[config.mk]
export PLATFORM = sky130hd
export DESIGN_NAME = mem_op_compare_flat
export DESIGN_NICKNAME = d
export VERILOG_FILES = /design/src/verilog/rvfi_mem_check_pkg.sv /design/src/verilog/mem_check_ifs.sv /design/src/verilog/mem_op_compare.sv /design/src/flat_wrapper.sv
export SDC_FILE = /design/constraint.sdc
export NUM_CORES = 1
export LEC_CHECK = 0
export ABC_AREA = 1
export BUFFER_PORTS_ARGS = -buffer_cell sky130_fd_sc_hd__buf_2
export CAP_MARGIN = 20
export CELL_PAD_IN_SITES_DETAIL_PLACEMENT = 0
export CELL_PAD_IN_SITES_GLOBAL_PLACEMENT = 1
export CORE_AREA = 2 2 142 144
export CTS_BUF_LIST = sky130_fd_sc_hd__clkbuf_2 sky130_fd_sc_hd__clkbuf_4 sky130_fd_sc_hd__clkbuf_8
export DETAILED_ROUTE_END_ITERATION = 6
export DIE_AREA = 0 0 144 146
export PLACE_DENSITY = 0.95
export SYNTH_ARGS = -nofsm -noshare
export SYNTH_HDL_FRONTEND = slang
export SYNTH_SLANG_ARGS = --single-unit
export TNS_END_PERCENT = 5
[constraint.sdc]
create_clock -name clk_i -period 1.2 [get_ports clk_i]
set_input_delay 0 -clock clk_i [delete_from_list [all_inputs] [get_ports clk_i]]
set_output_delay 0 -clock clk_i [all_outputs]
set_load 0.05 [all_outputs]
[src/verilog/rvfi_mem_check_pkg.sv]
// RVFI memory checker definitions

package rvfi_mem_check_pkg;

  ////////////////////
  // Enumerations
  ////////////////////

  // Kind of memory operation carried by one retired instruction
  typedef enum logic {
    MEM_READ  = 1'b0,
    MEM_WRITE = 1'b1
  } mem_op_e;

  // Exception causes that stop a load or store from reaching memory
  typedef enum logic [5:0] {
    EXC_LD_MISALIGN = 6'd4,
    EXC_LD_FAULT    = 6'd5,
    EXC_ST_MISALIGN = 6'd6,
    EXC_ST_FAULT    = 6'd7
  } exc_cause_e;

  ////////////////////
  // Bus payloads
  ////////////////////

  // One granted OBI data request, 71 bits
  typedef struct packed {
    logic [31:0] addr;
    logic [3:0]  be;
    logic [31:0] wdata;
    logic [2:0]  prot;
  } obi_req_t;

  // One OBI data response, 33 bits
  typedef struct packed {
    logic [31:0] rdata;
    logic        err;
  } obi_resp_t;

  ////////////////////
  // Retirement side
  ////////////////////

  // One queued retirement report with its memory operation
  // The mask is already aligned to the address low bits, as on RVFI
  typedef struct packed {
    logic [31:0] addr;
    logic [31:0] rdata;
    logic [31:0] wdata;
    logic [3:0]  mask;
    mem_op_e     op;
    logic [2:0]  prot;
    logic        blocked;
    logic        split;
  } retire_rec_t;

  // One mismatch flag per compared field
  typedef struct packed {
    logic addr;
    logic mask;
    logic data;
    logic prot;
  } check_err_t;

  // Capture depth must be a power of two, the pointers wrap naturally
  localparam int unsigned DEF_FIFO_DEPTH   = 8;
  localparam int unsigned DEF_RETIRE_DEPTH = 4;

endpackage

[src/verilog/mem_check_ifs.sv]
// Checker internal interfaces

`timescale 1ns/1ps

// Head of the OBI capture FIFO as seen by the comparator
interface fifo_head_if #(
  parameter int unsigned FIFO_DEPTH = 8
);

  // Oldest captured transfer and the one behind it
  rvfi_mem_check_pkg::obi_req_t  head_req;
  rvfi_mem_check_pkg::obi_resp_t head_resp;
  rvfi_mem_check_pkg::obi_req_t  next_req;
  rvfi_mem_check_pkg::obi_resp_t next_resp;

  // Number of transfers with both request and response captured
  logic [$clog2(FIFO_DEPTH):0] avail;

  // Pop consumes one transfer, two when pop_two is high as well
  logic pop;
  logic pop_two;

  modport fifo (
    output head_req, head_resp, next_req, next_resp, avail,
    input  pop, pop_two
  );

  modport cmp (
    input  head_req, head_resp, next_req, next_resp, avail,
    output pop, pop_two
  );

endinterface

// Head of the retirement queue as seen by the comparator
interface retire_head_if;

  rvfi_mem_check_pkg::retire_rec_t rec;
  logic                            rec_valid;
  logic                            pop;

  modport queue (output rec, rec_valid, input pop);
  modport cmp (input rec, rec_valid, output pop);

endinterface

[src/verilog/mem_op_compare.sv]
// Memory report comparator

`timescale 1ns/1ps

module mem_op_compare (
  input  logic                           clk_i,
  input  logic                           rst_ni,
  fifo_head_if.cmp                       fifo,
  retire_head_if.cmp                     retire,
  output logic                           check_valid_o,
  output rvfi_mem_check_pkg::check_err_t check_err_o
);

  // Expand byte enables into a bit mask
  function automatic logic [31:0] byte_bits(input logic [3:0] be);
    logic [31:0] bits;
    for (int i = 0; i < 4; i++) begin
      bits[8*i +: 8] = {8{be[i]}};
    end
    return bits;
  endfunction

  logic [1:0]  lo;
  logic [2:0]  hi_shift;
  logic [4:0]  lo_bits;
  logic [5:0]  hi_bits;
  logic        is_write;
  logic [31:0] first_data;
  logic [31:0] second_data;
  logic [31:0] split_data;
  logic [3:0]  split_mask;
  logic [3:0]  exp_mask;
  logic [31:0] exp_data;
  logic [31:0] rep_data;
  logic [31:0] rep_bits;
  logic        go;
  logic        check_valid_q;

  rvfi_mem_check_pkg::check_err_t err_d;
  rvfi_mem_check_pkg::check_err_t err_q;

  ////////////////////
  // Pop decision
  ////////////////////

  // A split record needs both transfers complete before it can be checked
  assign go = retire.rec_valid &&
              (retire.rec.split ? (fifo.avail >= 2) : (fifo.avail >= 1));

  assign retire.pop   = go;
  assign fifo.pop     = go;
  assign fifo.pop_two = go && retire.rec.split;

  ////////////////////
  // Expected report
  ////////////////////

  // Byte offset of the access within the first bus word
  assign lo       = fifo.head_req.addr[1:0];
  assign hi_shift = 3'd4 - {1'b0, lo};
  assign lo_bits  = {lo, 3'b000};
  assign hi_bits  = {hi_shift, 3'b000};

  assign is_write = (retire.rec.op == rvfi_mem_check_pkg::MEM_WRITE);

  // Stores carry data in the request, loads in the response
  assign first_data  = is_write ? fifo.head_req.wdata : fifo.head_resp.rdata;
  assign second_data = is_write ? fifo.next_req.wdata : fifo.next_resp.rdata;

  // First half supplies the low bytes, second half the bytes above it
  assign split_mask = (fifo.head_req.be >> lo) | (fifo.next_req.be << hi_shift);
  assign split_data = ((first_data & byte_bits(fifo.head_req.be)) >> lo_bits) |
                      ((second_data & byte_bits(fifo.next_req.be)) << hi_bits);

  always_comb begin
    if (retire.rec.split) begin
      exp_mask = split_mask;
      exp_data = split_data;
    end else begin
      exp_mask = fifo.head_req.be >> lo;
      exp_data = first_data >> lo_bits;
    end
  end

  ////////////////////
  // Field checks
  ////////////////////

  assign rep_data = is_write ? retire.rec.wdata : retire.rec.rdata;
  assign rep_bits = byte_bits(retire.rec.mask);

  // Address and prot are equal on both halves, so the first one is enough
  always_comb begin
    err_d.addr = (retire.rec.addr != fifo.head_req.addr);
    err_d.mask = (retire.rec.mask != exp_mask);
    // Only bytes the core claims to have accessed are meaningful
    // and a blocked access has no bus data to match
    err_d.data = !retire.rec.blocked && (((exp_data ^ rep_data) & rep_bits) != '0);
    err_d.prot = (retire.rec.prot != fifo.head_req.prot);
  end

  always_ff @(posedge clk_i or negedge rst_ni) begin
    if (!rst_ni) begin
      check_valid_q <= 1'b0;
    end else begin
      check_valid_q <= go;
    end
  end

  // Result flags are held until the next check
  always_ff @(posedge clk_i) begin
    if (go) begin
      err_q <= err_d;
    end
  end

  assign check_valid_o = check_valid_q;
  assign check_err_o   = err_q;

  // The two halves of a split access sit in one word and the word after it
  a_split_pairing: assert property (@(posedge clk_i) disable iff (!rst_ni)
    fifo.pop_two |-> (fifo.next_req.addr == {fifo.head_req.addr[31:2], 2'b00} + 32'd4));

endmodule

[src/flat_wrapper.sv]
// flat-port wrapper written by rule: the top's interface ports become plain ports
module mem_op_compare_flat 
  (clk_i, rst_ni, check_valid_o, check_err_o, fifo_head_req, fifo_head_resp, fifo_next_req, fifo_next_resp, fifo_avail, fifo_pop, fifo_pop_two, retire_rec, retire_rec_valid, retire_pop);
  fifo_head_if #(.FIFO_DEPTH((rvfi_mem_check_pkg::DEF_FIFO_DEPTH))) fifo_i ();
  retire_head_if retire_i ();
  input  logic clk_i;
  input  logic rst_ni;
  output logic check_valid_o;
  output rvfi_mem_check_pkg::check_err_t check_err_o;
  input wire logic [$bits(fifo_i.head_req)-1:0] fifo_head_req;
  input wire logic [$bits(fifo_i.head_resp)-1:0] fifo_head_resp;
  input wire logic [$bits(fifo_i.next_req)-1:0] fifo_next_req;
  input wire logic [$bits(fifo_i.next_resp)-1:0] fifo_next_resp;
  input wire logic [$bits(fifo_i.avail)-1:0] fifo_avail;
  output wire logic [$bits(fifo_i.pop)-1:0] fifo_pop;
  output wire logic [$bits(fifo_i.pop_two)-1:0] fifo_pop_two;
  input wire logic [$bits(retire_i.rec)-1:0] retire_rec;
  input wire logic [$bits(retire_i.rec_valid)-1:0] retire_rec_valid;
  output wire logic [$bits(retire_i.pop)-1:0] retire_pop;
  assign fifo_i.head_req = fifo_head_req;
  assign fifo_i.head_resp = fifo_head_resp;
  assign fifo_i.next_req = fifo_next_req;
  assign fifo_i.next_resp = fifo_next_resp;
  assign fifo_i.avail = fifo_avail;
  assign fifo_pop = fifo_i.pop;
  assign fifo_pop_two = fifo_i.pop_two;
  assign retire_i.rec = retire_rec;
  assign retire_i.rec_valid = retire_rec_valid;
  assign retire_pop = retire_i.pop;
  mem_op_compare u_core (.clk_i(clk_i), .rst_ni(rst_ni), .fifo(fifo_i), .retire(retire_i), .check_valid_o(check_valid_o), .check_err_o(check_err_o));
endmodule
**Word-level counts from Yosys, hierarchy flattened**

Index checks and enable logic that the tools add are counted.
Widths: inputs -> output; s select.

- Register bits: 5
- Latch bits: 0
- RAM bits: 0
- Bits in read-only memories: 0
- Output and inout port bits: 8
- Word-level logic and storage cells: 33
- Memories: 0

- $add $sub $neg: 1
- Multipliers: 0
- Divide/modulo/power cells: 0
- $lt $le $gt $ge: 2
- Eq/ne operators: 3
- Shifts and indexed selects: 5
- Multiplexer cells: 6
- Bitwise logic cells: 6
- Reduce and logical (&&, ||, !) cells: 5

Operator list:

| cell | count |
|---|---|
| $mux 32 | 4 |
| $and 32x32->32 | 3 |
| $shr 32x5->32 | 2 |
| $ne 32x32->1 | 1 |
| $or 32x32->32 | 1 |
| $reduce_bool 32->1 | 1 |
| $shl 32x6->32 | 1 |
| $xor 32x32->32 | 1 |
| $ge 4x1->1 const B | 1 |
| $ge 4x2->1 const B | 1 |
| $mux 4 | 1 |
| $ne 4x4->1 | 1 |
| $or 4x4->4 | 1 |
| $shl 4x3->4 | 1 |
| $shr 4x2->4 | 1 |
| $logic_and 1x1->1 | 3 |
| $ne 3x3->1 | 1 |
| $sub 3x2->3 const A | 1 |
| $logic_not 1->1 | 1 |
| $mux 1 | 1 |

**Longest topological paths before layout**

Gate-level depths: netlist (run 1).

- Word-level depth: 9
- Gate-level depth with buffers: 22

**Worst setup path before layout (run 1)**

Ideal clock, no wire load.

- Path type: input-to-reg
- Start point: in fifo_head_req[39]
- End point: reg u_core.err_q (netlist bit u_core.check_err_o[1]) (data pin)
- Library setup time: 0.252 ns
- Data arrival time: 2.105 ns
- Path slack: -1.156 ns
- Stages on the path: 21
- Path buffers: 5
- Cell sequence: buf_4 -> inv_2 -> buf_4 -> buf_6 -> buf_4 -> ha_1 -> nor2_2 -> nand2_1 -> buf_2 -> nor2_1 -> nor2_1 -> nand2_1 -> nand2_1 -> nand2_1 -> nand2_1 -> nor2_1 -> nand2_1 -> nand2_1 -> nand3_1 -> nor2_1 -> nor2_1

RTL lines:

| item | line | RTL |
|---|---|---|
| start: declaration | flat_wrapper.sv:10 | `input wire logic [$bits(fifo_i.head_req)-1:0] fifo_head_req;` |
| end signal: assignment | mem_op_compare.sv:113 | `err_q <= err_d;` |
| end: declaration | mem_op_compare.sv:40 | `rvfi_mem_check_pkg::check_err_t err_q;` |

==> impl_metrics.ini, run 1 <==
[critical_path]
path_common_cell = nand2_1
arrival_ps = 1750
cp_max_fo = 23
worst_setup_path_end_kind = flip-flop
critPathKind = in2reg
start_kind = primary input
crit_required_ps = 1170
cp_num_buf_inv = 3
cp_cell_sequence = buf_16, buf_12, or2_1, nand4_1, nand2_1, nand2_1, nand3_2, nand2_2, buf_4, nand3_1, nand2_1, nand2_1, nor2_1, nand2_1, nand2_1, nand2_2, nor2_2, nor2_1
critPathSlowestCell = or2_1
cp_top_family = simple AND/OR/NAND/NOR gates
max_stage_delay_ps = 230
worst-path-stages = 18

[clock_network]
clockBufferDepth = 2
cts-root-buf = clkbuf_8
cts_tree = done
clk_pin_slew_ps = 40
numCtsBuffers = 3
htreeDepth = 1
clock_sinks = 5

[status]
outcome = finished, violations left
violations = negative setup slack

[yosys]
synth_cells = 1106
synth-simple-area-share_pct = 66.7
syn_avg_cell_area_um2 = 4.68
yosysSeqAreaShare_pct = 2.80
syn_nets = 1428
synth_top_cell_area_share_pct = 38.7
netlist_area_um2 = 5180
synth_mux_area_share_pct = 1.55
synth_top_cell_by_area = nand2_1
synth-xor-area-share_pct = 4.56
synth_compound_area_share_pct = 9.01
ys.warnings.count = 0
synth_top_family_by_area = simple AND/OR/NAND/NOR gates
synth_area_leaders = nand2_1 (39%), nand3_1 (14%), inv_1 (7.2%)
synthDistinctLibCells = 40
synth-adder-area-share_pct = 0.241
synth-seq-cells = 5

[sta]
period_needed_ps = 1780
slew_headroom_pct = 66.3
finalMaxSlewViolations = 0
rsz0062_at_grt = true
fin_crit_sh_pct = 148
setup_viol = 4
hold_viol = 0
worst_pin_slew_ps = 501
fin_ws_ps = -578
fin_tns_setup_ps = -1050
max_freq_ghz = 0.562

[routing]
via_count = 8506
finalWirelength_mm = 26.5
wl_per_cell_um = 15.3
drc = 0
drt-pass1-iter-count = 5
viasPerCell = 4.91
ant_nets = 0
drt_iter0_drc = 690

[die]
start_util_pct = 26.8
die_area_um2 = 21000
num_rows = 51
die_h_um = 146
design.portCount = 329
core-area_um2 = 19300
chipWidth_um = 144

[placed_design]
io_buffers = 291
gp_congestion = 1.00
placed_cells = 1716
pre_cts_ws_ps = -897
dp_hpwl_mm = 21.6

[power]
leakage_nw = 4.81
power_density_nw_per_um2 = 463
ir_drop_v = 0.000189

[global_routing]
grt_pass1_vias = 7846
grt_overflow = 0
antenna_found_initial = 2
grt_first_pass_wirelength_mm = 38.8
grt_max_degree = 40
grtUsageTotal_pct = 23.2

[finish]
mostFrequentLayoutCells = nand2_1 (502), buf_2 (284), nand3_1 (126)
final_common_cell = nand2_1
drive_gt1_share_pct = 35.6
fin_cells = 1734
area_delta_synth_final_pct = 59.7
fin_nets = 1791
final_core_util_pct = 42.8

[hold_path]
worstHoldPathType = in2reg
whs_path_depth = 2

[job]
cap_violations = 0
per-stage QoR:
step	power [mW]	cell area [um2]	hold WS [ps]
finish	3.83	8270	67.2
global route	4.17	8270	64.4
CTS	3.69	8010	67.8
detailed placement	3.17	7600	-217
global placement	3.14	7600	-217
floorplan	1.89	5240	-296
cells in the mapped netlist, drive strengths merged:
cell type,number
o211ai,5
inv,104
mux2i,8
xor2,2
nand2,537
or2,37
or3b,1
o21ai,51
edfxtp,4
nor2,58
xnor2,25
o2111a,1
a31oi,6
a21oi,16
dfrtp,1
clkinv,2
a2111o,1
ha,1
buf,48
a2111oi,1
a211oi,1
nand4,27
a221oi,1
nor4,1
and3,2
nand3,143
o221ai,1
nand3b,8
clkbuf,13
logic make-up (layout without fill, tap and decap cells):
group,Yosys count,after routing
other,0,1
AOI/OAI and AO/OA,84,84
DFF,5,5
buffers and inverters,167,529
and+or+nand+nor,814,814
xor gates and xnor gates,27,27
adders and majority gates,1,1
muxes,8,8
registers in the layout (all words and copies together), names as in the netlist:
register,count
u_core.check_valid_o,1
u_core.check_err_o,4
routing by layer:
layer	vias up	share of wire [%]	global-route usage, %
li1	4229	-	-
met1	3772	40	28.5
met2	438	46	39.6
met3	65	10	4.51
met4	2	4.0	9.07
met5	-	0.049	0
repair_timing:
item                                    CTS  global route
hold endpoints to repair                  1             0
resized for setup                        79            41
gates cloned                              3             3
endpoints found under the setup margin    6             6
pin swaps                                25            29
hold buffers                              1             0
buffers inserted                          3             3
worst paths after layout:
path,from,to,slack [ps]
setup / recovery,retire_rec[5],u_core.check_err_o[1]$_DFFE_PP_,-580
hold / removal,retire_rec[1],u_core.check_err_o[1]$_DFFE_PP_,70
max in group asynchronous,rst_ni,u_core.check_valid_o$_DFF_PN0_,1010
min in group asynchronous,rst_ni,u_core.check_valid_o$_DFF_PN0_,100
cell type report:
cell class / count / area (um2)
fillers: 2115 / 11100
flip-flops and latches: 5 / 145
diodes: 1 / 2.50
clock buffers: 4 / 48.8
multi-input cells: 934 / 4550
well taps: 265 / 332
repair buffers: 419 / 2770
inverters: 106 / 429
report_power, final:
part	total, mW	switching (mW)	internal (mW)	leakage, nW
Combinational	3.29	1.84	1.45	4.73
Sequential	0.208	0.00328	0.205	0.0522
Clock	0.333	0.0825	0.251	0.0262
(Power assumes the default switching activity.)
==> run 2: changes to the inputs <==
--- a/config.mk
+++ b/config.mk
@@ -8,12 +8,13 @@
 export ABC_AREA = 1
 export BUFFER_PORTS_ARGS = -buffer_cell sky130_fd_sc_hd__buf_2
 export CAP_MARGIN = 20
-export CELL_PAD_IN_SITES_DETAIL_PLACEMENT = 0
+export CELL_PAD_IN_SITES_DETAIL_PLACEMENT = 1
 export CELL_PAD_IN_SITES_GLOBAL_PLACEMENT = 1
 export CORE_AREA = 2 2 142 144
 export CTS_BUF_LIST = sky130_fd_sc_hd__clkbuf_2 sky130_fd_sc_hd__clkbuf_4 sky130_fd_sc_hd__clkbuf_8
 export DETAILED_ROUTE_END_ITERATION = 6
 export DIE_AREA = 0 0 144 146
+export GPL_ROUTABILITY_DRIVEN = 0
 export PLACE_DENSITY = 0.95
 export SYNTH_ARGS = -nofsm -noshare
 export SYNTH_HDL_FRONTEND = slang
==> run 2 against run 1 <==
Compared with the run above:
- the run still ends with negative setup slack left
- global-route usage is 6.6 points higher
- maximum frequency is 20% lower
- via count is 17% higher
- non-clock buffer count is 4 lower
- first-iteration DRC count is 56% higher
- die area stayed put
- wire length is 48% higher
- sequential share of layout area hardly changed
- cell count is 0.12% lower
- worst hold slack worse by 16 ps
- critical path type unchanged
- largest power group unchanged
==> impl_metrics.ini, run 2 (synthesized netlist as in run 1, its figures left out) <==
[power]
ir_drop_v = 0.000174
seqPwrFrac_pct = 4.9
p_comb_share_pct = 87.8
clkPwrFrac_pct = 7.3
power_density_nw_per_um2 = 515
p_int_mw = 1.90
switching_share_pct = 55.9
finalPower_mw = 4.31
switchingPower_mw = 2.41
leakage_nw = 4.82

[clock_network]
clockBufferDepth = 2
clock_sinks = 5
htreeDepth = 1
clk_pin_slew_ps = 40
numCtsBuffers = 3
cts_tree = done
cts-root-buf = clkbuf_8

[routing]
viasPerCell = 5.76
drt_iter0_drc = 1076
via_count = 9981
wl_per_cell_um = 22.6
drt-pass1-iter-count = 6
finalWirelength_mm = 39.2
ant_nets = 0
drc = 0

[sta]
fin_crit_sh_pct = 184
setup_viol = 4
period_needed_ps = 2210
finalMaxSlewViolations = 0
slew_headroom_pct = 61.7
max_freq_ghz = 0.452
fin_tns_setup_ps = -2100
hold_viol = 0
fin_ws_ps = -1010
rsz0062_at_grt = true
worst_pin_slew_ps = 568
holdWs_ps = 51.0

[critical_path]
start_kind = primary input
crit_path_start = fifo_head_req[38]
arrival_ps = 2200
critPathSlowestCell = nand2_1
worst_setup_path_end_kind = flip-flop
cp_max_fo = 9
critPathKind = in2reg
crit_end = u_core.check_err_o[1]$_DFFE_PP_
path_common_cell = nand2_1
crit_required_ps = 1180
max_stage_delay_ps = 220
cp_cell_sequence = buf_2, nand2_1, buf_4, nor2_2, buf_4, nand2_1, nand2_1, nand2_1, nand2_1, nand2_1, nand2_1, nand2_1, nor2_1, nand2_1, nand2_1, nand3_1, nor2_2, nor2_1

[placed_design]
post_dp_cell_area_um2 = 7570
pre_cts_ws_ps = -946
io_buffers = 291
placed_cells = 1712
dp_hpwl_mm = 26.1

[global_routing]
grtUsageTotal_pct = 29.8
gr-usage-met1_pct = 33.3
grt.busiest_layer = met2
grt_max_degree = 40
antenna_found_initial = 3
grt_pass1_vias = 9853
grt_overflow = 0
met3_usage_pct = 6.71
grt_first_pass_wirelength_mm = 50.0
use_met2_pct = 51.4

[die]
num_rows = 51
chipWidth_um = 144
die_area_um2 = 21000
design.portCount = 329
start_util_pct = 26.8
die_h_um = 146
core-area_um2 = 19300

[finish]
final_core_util_pct = 43.3
largest_register_ff_count = 4
fin_nets = 1788
area_delta_synth_final_pct = 61.6
mostFrequentLayoutCells = nand2_1 (481), buf_2 (284), nand3_1 (121)
fin_cells = 1732
final_common_cell = nand2_1
drive_gt1_share_pct = 38.4
design_area_um2 = 8370

[hold_path]
worstHoldPathType = in2reg
whs_path_depth = 2

[job]
cap_violations = 0

[status]
outcome = finished, violations left
violations = negative setup slack
run 2: changes by cell type in the layout (fill, tap and decap cells not counted), moves of 2 or more:
| cell | before | now |
|---|---|---|
| buf_4 | 103 | 99 |
| clkinv_2 | 0 | 2 |
| nand2_1 | 502 | 481 |
| nand2_2 | 32 | 54 |
| nand3_1 | 126 | 121 |
| nand3_2 | 16 | 22 |
| nor2_1 | 44 | 34 |
| nor2_2 | 9 | 18 |
| o21ai_0 | 28 | 26 |
| o21ai_2 | 2 | 5 |
| or2_1 | 20 | 18 |
| or2_4 | 0 | 2 |
run 2: worst min-delay path by stage:
stage / start / endpoint / slack, ps
6_report: retire_rec[1] / u_core.check_err_o[1]$_DFFE_PP_ / 50
5_1_grt: retire_rec[1] / u_core.check_err_o[1]$_DFFE_PP_ / 60
3_5_place_dp: rst_ni / u_core.check_valid_o$_DFF_PN0_ / -220
3_3_place_gp: rst_ni / u_core.check_valid_o$_DFF_PN0_ / -230
2_1_floorplan: rst_ni / u_core.check_valid_o$_DFF_PN0_ / -300
4_1_cts: retire_rec[1] / u_core.check_err_o[1]$_DFFE_PP_ / 60
run 2: area by class of cell:
type | instances | area, um2
inverters | 106 | 430
fillers | 2778 | 11000
multi-input cells | 935 | 4670
repair buffers | 415 | 2750
clock buffers | 3 | 41.3
well taps | 265 | 332
clock inverters | 1 | 5.00
flip-flops and latches | 5 | 145
diodes | 2 | 5.00
run 2: what timing repair did:
| item | 4_1_cts | 5_1_grt |
|---|---|---|
| cloned | 4 | 2 |
| setup endpoints to repair | 10 | 6 |
| pin swaps | 18 | 30 |
| hold endpoints to repair | 1 | 0 |
| setup buffers | 3 | 4 |
| resized for setup | 59 | 110 |
| hold buffers | 1 | 0 |
run 2: worst max-delay path, delay by kind of cell:
kind,cells,cell delay (ps)
simple gates,15,1630
buf+inv,3,540
run 2: metal layers:
| layer | vias to the layer above | part of all wire, % |
|---|---|---|
| li1 | 4220 | - |
| met1 | 4529 | 34 |
| met2 | 893 | 45 |
| met3 | 337 | 13 |
| met4 | 2 | 8.9 |
| met5 | - | 0.041 |
run 2: power groups by stage:
stage               Clock [mW]  Sequential, mW  Combinational (mW)
global route             0.340           0.211                3.99
global placement             0           0.213                2.92
floorplan                    0           0.264                1.63
detailed placement           0           0.213                3.08
finish                   0.316           0.210                3.79
CTS                      0.329           0.210                3.23
